File: config.mk
export PLATFORM = sky130hd
export DESIGN_NAME = axi_to_mem_adapter
export DESIGN_NICKNAME = d
export VERILOG_FILES = /design/src/axi_mem_pkg.sv /design/src/axi_write_path.sv /design/src/axi_read_path.sv /design/src/axi_to_mem_adapter.sv
export SDC_FILE = /design/constraint.sdc
export NUM_CORES = 1
export LEC_CHECK = 0
export BUFFER_PORTS_ARGS = -buffer_cell sky130_fd_sc_hd__buf_2
export CORE_MARGIN = 3
export CORE_UTILIZATION = 28
export CTS_CLUSTER_DIAMETER = 80
export DETAILED_ROUTE_END_ITERATION = 6
export SLEW_MARGIN = 20
export SYNTH_ARGS = -nofsm -noshare
export SYNTH_HDL_FRONTEND = slang
export SYNTH_SLANG_ARGS = --single-unit
File: constraint.sdc
create_clock -name clk_i -period 2.4 [get_ports clk_i]
set_input_delay 0 -clock clk_i [delete_from_list [all_inputs] [get_ports clk_i]]
set_output_delay 0 -clock clk_i [all_outputs]
set_load 0.005 [all_outputs]
File: src/axi_mem_pkg.sv
////////////////////////////////////////////////////////////////////////////
// AXI memory subsystem types
// Bus widths plus the AXI channel and memory request/response structs
////////////////////////////////////////////////////////////////////////////
`default_nettype none

package axi_mem_pkg;

    parameter int unsigned AXI_ADDR_W = 16;
    parameter int unsigned AXI_DATA_W = 32;
    parameter int unsigned AXI_ID_W   = 4;
    parameter int unsigned AXI_STRB_W = AXI_DATA_W / 8;

    typedef struct packed {
        logic [AXI_ID_W-1:0]   id;
        logic [AXI_ADDR_W-1:0] addr;
        logic [7:0]            len;   // beats minus one
    } axi_aw_t;

    typedef axi_aw_t axi_ar_t;        // same layout on both address channels

    typedef struct packed {
        logic [AXI_DATA_W-1:0] data;
        logic [AXI_STRB_W-1:0] strb;
        logic                  last;
    } axi_w_t;

    typedef struct packed {
        logic [AXI_ID_W-1:0] id;
    } axi_b_t;

    typedef struct packed {
        logic [AXI_ID_W-1:0]   id;
        logic [AXI_DATA_W-1:0] data;
        logic                  last;
    } axi_r_t;

    // manager to subordinate
    typedef struct packed {
        axi_aw_t aw;
        logic    aw_valid;
        axi_w_t  w;
        logic    w_valid;
        logic    b_ready;
        axi_ar_t ar;
        logic    ar_valid;
        logic    r_ready;
    } axi_req_t;

    // subordinate to manager
    typedef struct packed {
        logic    aw_ready;
        logic    w_ready;
        axi_b_t  b;
        logic    b_valid;
        logic    ar_ready;
        axi_r_t  r;
        logic    r_valid;
    } axi_rsp_t;

    typedef struct packed {
        logic [AXI_ADDR_W-1:0] addr;
        logic [AXI_DATA_W-1:0] data;
        logic [AXI_STRB_W-1:0] strb;
        logic                  write;
    } mem_q_t;

    typedef struct packed {
        logic                  valid;
        logic [AXI_DATA_W-1:0] data;
    } mem_p_t;

    typedef struct packed {
        logic   q_valid;
        mem_q_t q;
    } mem_req_t;

    typedef struct packed {
        logic   q_ready;
        mem_p_t p;
    } mem_rsp_t;

endpackage

`default_nettype wire

File: src/axi_write_path.sv
////////////////////////////////////////////////////////////////////////////
// AXI write path
// Takes one INCR burst on AW/W, issues a memory write per beat and returns
// B once every beat has been acknowledged by the memory
////////////////////////////////////////////////////////////////////////////
`timescale 1ns/1ps
`default_nettype none

module axi_write_path (
    input  logic                  clk_i,
    input  logic                  rst_i,
    input  axi_mem_pkg::axi_aw_t  aw_i,
    input  logic                  aw_valid_i,
    output logic                  aw_ready_o,
    input  axi_mem_pkg::axi_w_t   w_i,
    input  logic                  w_valid_i,
    output logic                  w_ready_o,
    output axi_mem_pkg::axi_b_t   b_o,
    output logic                  b_valid_o,
    input  logic                  b_ready_i,
    output axi_mem_pkg::mem_req_t mem_req_o,
    input  axi_mem_pkg::mem_rsp_t mem_rsp_i
);
    import axi_mem_pkg::*;

    typedef enum logic [1:0] {ST_IDLE, ST_DATA, ST_RESP} state_e;

    state_e                state_q;
    logic [AXI_ADDR_W-1:0] addr_q;
    logic [AXI_ID_W-1:0]   id_q;
    logic [8:0]            w_left_q;    // beats still to forward
    logic [8:0]            ack_left_q;  // acknowledges still due
    logic                  w_open;
    logic                  aw_fire;
    logic                  w_fire;
    logic                  b_fire;

    assign w_open     = (state_q == ST_DATA) && (w_left_q != '0);
    assign aw_ready_o = (state_q == ST_IDLE);
    assign aw_fire    = aw_valid_i && aw_ready_o;
    assign w_ready_o  = w_open && mem_rsp_i.q_ready;
    assign w_fire     = w_valid_i && w_ready_o;
    assign b_valid_o  = (state_q == ST_RESP);
    assign b_fire     = b_valid_o && b_ready_i;
    assign b_o.id     = id_q;

    // W beat goes straight out as the memory write
    assign mem_req_o.q_valid = w_open && w_valid_i;
    assign mem_req_o.q.addr  = addr_q;
    assign mem_req_o.q.data  = w_i.data;
    assign mem_req_o.q.strb  = w_i.strb;
    assign mem_req_o.q.write = 1'b1;

    always_ff @(posedge clk_i) begin
        if (rst_i) begin
            state_q    <= ST_IDLE;
            w_left_q   <= '0;
            ack_left_q <= '0;
        end else begin
            case (state_q)
                ST_IDLE: begin
                    if (aw_fire) begin
                        state_q    <= ST_DATA;
                        w_left_q   <= {1'b0, aw_i.len} + 9'd1;
                        ack_left_q <= {1'b0, aw_i.len} + 9'd1;
                    end
                end
                ST_DATA: begin
                    if (w_fire) w_left_q <= w_left_q - 9'd1;
                    if (mem_rsp_i.p.valid) begin
                        ack_left_q <= ack_left_q - 9'd1;
                        if (ack_left_q == 9'd1) state_q <= ST_RESP;  // last beat in memory
                    end
                end
                ST_RESP: begin
                    if (b_fire) state_q <= ST_IDLE;
                end
                default: state_q <= ST_IDLE;
            endcase
        end
    end

    always_ff @(posedge clk_i) begin
        if (aw_fire) begin
            addr_q <= aw_i.addr;
            id_q   <= aw_i.id;
        end else if (w_fire) begin
            addr_q <= addr_q + AXI_ADDR_W'(4);  // next word
        end
    end

endmodule

`default_nettype wire

File: src/axi_read_path.sv
////////////////////////////////////////////////////////////////////////////
// AXI read path
// Unrolls one INCR read burst into memory reads and buffers the returned
// words so that R back-pressure never drops data
////////////////////////////////////////////////////////////////////////////
`timescale 1ns/1ps
`default_nettype none

module axi_read_path #(
    parameter int unsigned BufDepth = 4
) (
    input  logic                  clk_i,
    input  logic                  rst_i,
    input  axi_mem_pkg::axi_ar_t  ar_i,
    input  logic                  ar_valid_i,
    output logic                  ar_ready_o,
    output axi_mem_pkg::axi_r_t   r_o,
    output logic                  r_valid_o,
    input  logic                  r_ready_i,
    output axi_mem_pkg::mem_req_t mem_req_o,
    input  axi_mem_pkg::mem_rsp_t mem_rsp_i
);
    import axi_mem_pkg::*;

    localparam int unsigned PtrW = (BufDepth > 1) ? $clog2(BufDepth) : 1;
    localparam int unsigned CntW = $clog2(BufDepth + 1);

    logic                  busy_q;
    logic [AXI_ADDR_W-1:0] addr_q;
    logic [AXI_ID_W-1:0]   id_q;
    logic [7:0]            len_q;
    logic [8:0]            issue_left_q;  // reads not yet issued
    logic [7:0]            beat_q;        // R beats delivered so far
    logic [CntW-1:0]       fill_q;
    logic [CntW-1:0]       inflight_q;
    logic [CntW:0]         occupancy;
    logic [PtrW-1:0]       wr_ptr_q;
    logic [PtrW-1:0]       rd_ptr_q;
    logic [AXI_DATA_W-1:0] buf_q [BufDepth];
    logic                  req_valid;
    logic                  ar_fire;
    logic                  issue;
    logic                  rsp;
    logic                  r_fire;

    function automatic logic [PtrW-1:0] ptr_next(input logic [PtrW-1:0] ptr);
        return (ptr == PtrW'(BufDepth - 1)) ? '0 : ptr + PtrW'(1);
    endfunction

    // reserve a buffer slot for every read in flight
    assign occupancy = {1'b0, fill_q} + {1'b0, inflight_q};
    assign req_valid = busy_q && (issue_left_q != '0)
                       && (occupancy < (CntW + 1)'(BufDepth));

    assign ar_ready_o = !busy_q;
    assign ar_fire    = ar_valid_i && ar_ready_o;
    assign issue      = req_valid && mem_rsp_i.q_ready;
    assign rsp        = mem_rsp_i.p.valid;
    assign r_valid_o  = (fill_q != '0);
    assign r_fire     = r_valid_o && r_ready_i;

    assign r_o.id   = id_q;
    assign r_o.data = buf_q[rd_ptr_q];
    assign r_o.last = (beat_q == len_q);

    assign mem_req_o.q_valid = req_valid;
    assign mem_req_o.q.addr  = addr_q;
    assign mem_req_o.q.data  = '0;
    assign mem_req_o.q.strb  = '0;
    assign mem_req_o.q.write = 1'b0;

    always_ff @(posedge clk_i) begin
        if (rst_i) begin
            busy_q       <= 1'b0;
            issue_left_q <= '0;
            beat_q       <= '0;
            fill_q       <= '0;
            inflight_q   <= '0;
            wr_ptr_q     <= '0;
            rd_ptr_q     <= '0;
        end else begin
            if (ar_fire) begin
                busy_q       <= 1'b1;
                issue_left_q <= {1'b0, ar_i.len} + 9'd1;
                beat_q       <= '0;
            end else begin
                if (issue) issue_left_q <= issue_left_q - 9'd1;
                if (r_fire) begin
                    beat_q <= beat_q + 8'd1;
                    if (r_o.last) busy_q <= 1'b0;  // burst done
                end
            end
            if (rsp) wr_ptr_q <= ptr_next(wr_ptr_q);
            if (r_fire) rd_ptr_q <= ptr_next(rd_ptr_q);
            fill_q     <= fill_q + CntW'(rsp) - CntW'(r_fire);
            inflight_q <= inflight_q + CntW'(issue) - CntW'(rsp);
        end
    end

    always_ff @(posedge clk_i) begin
        if (ar_fire) begin
            addr_q <= ar_i.addr;
            id_q   <= ar_i.id;
            len_q  <= ar_i.len;
        end else if (issue) begin
            addr_q <= addr_q + AXI_ADDR_W'(4);
        end
        if (rsp) buf_q[wr_ptr_q] <= mem_rsp_i.p.data;
    end

endmodule

`default_nettype wire

File: src/axi_to_mem_adapter.sv
////////////////////////////////////////////////////////////////////////////
// AXI to memory adapter
// Splits the AXI port into a write and a read path, reads on memory
// port 0 and writes on memory port 1
////////////////////////////////////////////////////////////////////////////
`timescale 1ns/1ps
`default_nettype none

module axi_to_mem_adapter #(
    parameter int unsigned BufDepth = 4
) (
    input  logic                        clk_i,
    input  logic                        rst_i,
    input  axi_mem_pkg::axi_req_t       axi_req_i,
    output axi_mem_pkg::axi_rsp_t       axi_rsp_o,
    output axi_mem_pkg::mem_req_t [1:0] mem_req_o,
    input  axi_mem_pkg::mem_rsp_t [1:0] mem_rsp_i
);

    axi_write_path i_write_path (
        .clk_i      (clk_i),
        .rst_i      (rst_i),
        .aw_i       (axi_req_i.aw),
        .aw_valid_i (axi_req_i.aw_valid),
        .aw_ready_o (axi_rsp_o.aw_ready),
        .w_i        (axi_req_i.w),
        .w_valid_i  (axi_req_i.w_valid),
        .w_ready_o  (axi_rsp_o.w_ready),
        .b_o        (axi_rsp_o.b),
        .b_valid_o  (axi_rsp_o.b_valid),
        .b_ready_i  (axi_req_i.b_ready),
        .mem_req_o  (mem_req_o[1]),  // write port
        .mem_rsp_i  (mem_rsp_i[1])
    );

    axi_read_path #(
        .BufDepth (BufDepth)
    ) i_read_path (
        .clk_i      (clk_i),
        .rst_i      (rst_i),
        .ar_i       (axi_req_i.ar),
        .ar_valid_i (axi_req_i.ar_valid),
        .ar_ready_o (axi_rsp_o.ar_ready),
        .r_o        (axi_rsp_o.r),
        .r_valid_o  (axi_rsp_o.r_valid),
        .r_ready_i  (axi_req_i.r_ready),
        .mem_req_o  (mem_req_o[0]),  // read port
        .mem_rsp_i  (mem_rsp_i[0])
    );

endmodule

`default_nettype wire

==> reports/metrics.yaml <==
flow_run:
  cap_violations: 0
synthesis:
  async_flop_share_pct: 0
  synthesis.area_mm2: 0.0104
  yosys.area.top_type: "edfxtp_1"
  synth_most_common_cell: "edfxtp_1"
  synth_area_leaders: "edfxtp_1 51%, dfxtp_1 9.7%, mux4_2 6.9%"
  ys_seq_elements: 226
  syn-instance-count: 802
  avgSynthCellArea_um2: 12.9
  synth_warnings: 0
  ys_types: 55
  synth_edf_count: 176
  yosysTopAreaCellShare_pct: 51.0
  ys_seq_area_share_pct: 60.6
  synthFlopType: "edfxtp_1"
  synth_common_cells: "176 x edfxtp_1, 80 x buf_4, 71 x nand2_1"
setup_path:
  reg2reg_from: "i_read_path.issue_left_q[1]$_SDFFE_PP0P_"
  rr_endpoint: "i_read_path.inflight_q[2]$_SDFF_PP0_"
  crit_required_ps: 2780
  cp-end-kind: "flop"
  cp-start-kind: "flop"
  arrival_ps: 2680
  r2r_slack_ps: 110
  critPathKind: "reg -> reg"
  r2r_cells: 12
  path_max_fanout: 4
floorplanning:
  fp.dieArea_mm2: 0.0394
  ios: 322
  num_rows: 69
  start_util_pct: 28.8
  coreArea_mm2: 0.0360
  die_w_um: 198
  die_h_um: 198
place:
  gp_congestion: 0.760
  pre_cts_slack_ps: -63.6
  dpl.hpwl_mm: 16.1
  placed_area_mm2: 0.0115
  numPortBuffers: 178
detailed_routing:
  num_vias: 6952
  dr.pass1.iters: 4
  vias_per_cell: 4.51
  routed_wl_mm: 24.0
  first_iter_violations: 338
  drc_errors: 0
  wl_per_cell_um: 15.6
  final_antenna_net_count: 0
clock_network:
  clock-root-buffer: "clkbuf_16"
  cts_tree: "yes"
  clock-sinks: 226
  clk_pin_slew_worst_paths_ps: 60
  htree_levels: 1
  clk_path_buf_depth: 3
  clk_latency_ps: 520
  cts_buffers: 26
power_and_ir_drop:
  powerDensity_mw_per_mm2: 818
  vdd_drop_max_uv: 362
  p_leak_nw: 5.08
  power_w: 0.0110
sta:
  hold_viol_final: 0
  rsz0062_at_grt: "yes"
  fin_tns_setup_ps: 0
  slew_violations: 0
  skew_ps: 13.4
  finalSetupViolCount: 0
  maxSlewHeadroom_pct: 53.5
  fmax_ghz: 0.436
  whs_ps: 0.00224
  postLayoutSetupSlackWorst_ps: 106
  period_needed_ps: 2290
  final.period_utilization_pct: 95.6
  worst_pin_slew_ps: 698
worst_hold_path:
  worstHoldStart: "axi_req_i[65]"
  hold_class: "in -> out"
  holdPathStages: 0
  min_delay_worst_endpoint: "mem_req_o[87]"
global_route:
  grt_max_degree: 36
  overflow: 0
  antenna_found_initial: 1
  grt_pass1_wl_mm: 37.3
  grtUsageTotal_pct: 11.7
  grt_pass1_vias: 7102
cells_and_area:
  drive_gt1_share_pct: 28.2
  fin_area_mm2: 0.0135
  nets: 1251
  synthToLayoutAreaGrowth_pct: 30.3
  fillerInstances: 3481
run_status:
  status: "complete, no violations"
-- kinds of logic (layout without fill, tap and decap cells) --
kind of cell             count (synthesis)  count (layout)  synth area share [%]
buffers and inverters                  131             372                  7.65
XOR/XNOR                                57              57                  4.81
adder cells (fa/ha/maj)                 22              22                  2.80
AND/OR/NAND/NOR                        217             217                  10.2
flip-flops                             226             226                  60.6
AO/OA/AOI/OAI                          112             112                  6.56
other                                    2              39                0.0724
multiplexers                            35              35                  7.24
-- critical path, cell delays in order, from the launching register on --
cell,delay (ps)
dfxtp_2,330
inv_2,70
ha_4,120
or4b_4,460
and2b_2,240
nor2_2,50
and2_4,140
ha_4,150
inv_2,60
fa_2,210
xor2_2,150
xnor2_1,130
nor2_1,60
-- sequential cells by signal, summed over array words and instances, names as in the netlist, named ones only --
| name | count |
|---|---|
| i_write_path.state_q | 2 |
| i_read_path.id_q | 4 |
| i_write_path.ack_left_q | 9 |
| i_read_path.buf_q | 128 |
| i_write_path.b_o | 4 |
| i_read_path.issue_left_q | 9 |
| i_read_path.addr_q | 16 |
| i_read_path.len_q | 8 |
| i_read_path.beat_q | 8 |
| i_write_path.w_left_q | 9 |
| i_read_path.busy_q | 1 |
| i_read_path.rd_ptr_q | 2 |
| i_read_path.fill_q | 3 |
| i_read_path.inflight_q | 3 |
| i_write_path.addr_q | 16 |
| i_read_path.wr_ptr_q | 2 |
-- area by class of cell --
cell class	instances	area [µm²]	area share, %
antenna	1	2.50	0.0185
clock buffer	35	716	5.30
clock inverter	11	184	1.36
inverter	23	86.3	0.639
multi-input combinational	481	3510	26.0
sequential	226	6290	46.6
tap	461	577	4.27
timing repair buffer	303	2140	15.8
-- metrics by stage --
stage,instances,utilization (%)
after CTS,1536,37.2
after floorplan,838,-
after global routing,1541,37.5
after global placement,1391,32.0
after detailed placement,1391,32.0
final,1541,37.5
-- cell usage in the layout (no fill, tap or decap), drive strengths merged, types with 11 or more instances in the layout --
cell type	count
nand3	26
o21ai	46
a21oi	27
nor2	44
clkbuf	35
conb	38
xor2	37
inv	24
dlygate4sd3	98
buf	205
and3	15
nor3	11
xnor2	20
mux4	32
ha	20
edfxtp	176
dfxtp	50
nand2	71
-- timing repair --
item                                    CTS  global route
endpoints found under the setup margin    1             3
pin swaps                                 1             7
setup buffers                             1             4
hold buffers                             98             0
resized for setup                         4            17
hold endpoints to repair                209             0
-- power breakdown --
part / total (W) / leakage (nW) / switching [W] / internal [W]
logic: 0.00208 / 2.59 / 0.000997 / 0.00109
registers: 0.00480 / 2.05 / 0.000244 / 0.00456
clock network: 0.00416 / 0.440 / 0.00153 / 0.00262
total: 0.0110 / 5.08 / 0.00278 / 0.00827
-- per-layer routing --
layer  track usage, %  vias to the layer above  routed length [µm]  part of all wire (%)
li1                 -                     3341                   -                     -
met1             14.5                     3412               10200                    43
met2             20.3                      168               12000                    50
met3             2.85                       31                1350                   5.6
met4             3.07                        0                 401                   1.7
met5                0                        -                   0                     0
-- worst max path at each step --
stage | startpoint | end | slack [ps] | cells past startpoint
6_report | i_read_path.issue_left_q[1]$_SDFFE_PP0P_ | i_read_path.inflight_q[2]$_SDFF_PP0_ | 110 | 12
5_1_grt | i_read_path.issue_left_q[1]$_SDFFE_PP0P_ | i_read_path.inflight_q[2]$_SDFF_PP0_ | -10 | 12
4_1_cts | i_read_path.issue_left_q[0]$_SDFFE_PP0P_ | i_read_path.inflight_q[2]$_SDFF_PP0_ | 1 | 12
3_5_place_dp | i_read_path.fill_q[2]$_SDFF_PP0_ | i_read_path.inflight_q[2]$_SDFF_PP0_ | -60 | 11
3_3_place_gp | i_read_path.fill_q[2]$_SDFF_PP0_ | i_read_path.inflight_q[2]$_SDFF_PP0_ | 3 | 11
2_1_floorplan | i_read_path.fill_q[1]$_SDFF_PP0_ | i_read_path.fill_q[2]$_SDFF_PP0_ | 100 | 9
No activity file was read; power rests on OpenSTA's default activity.
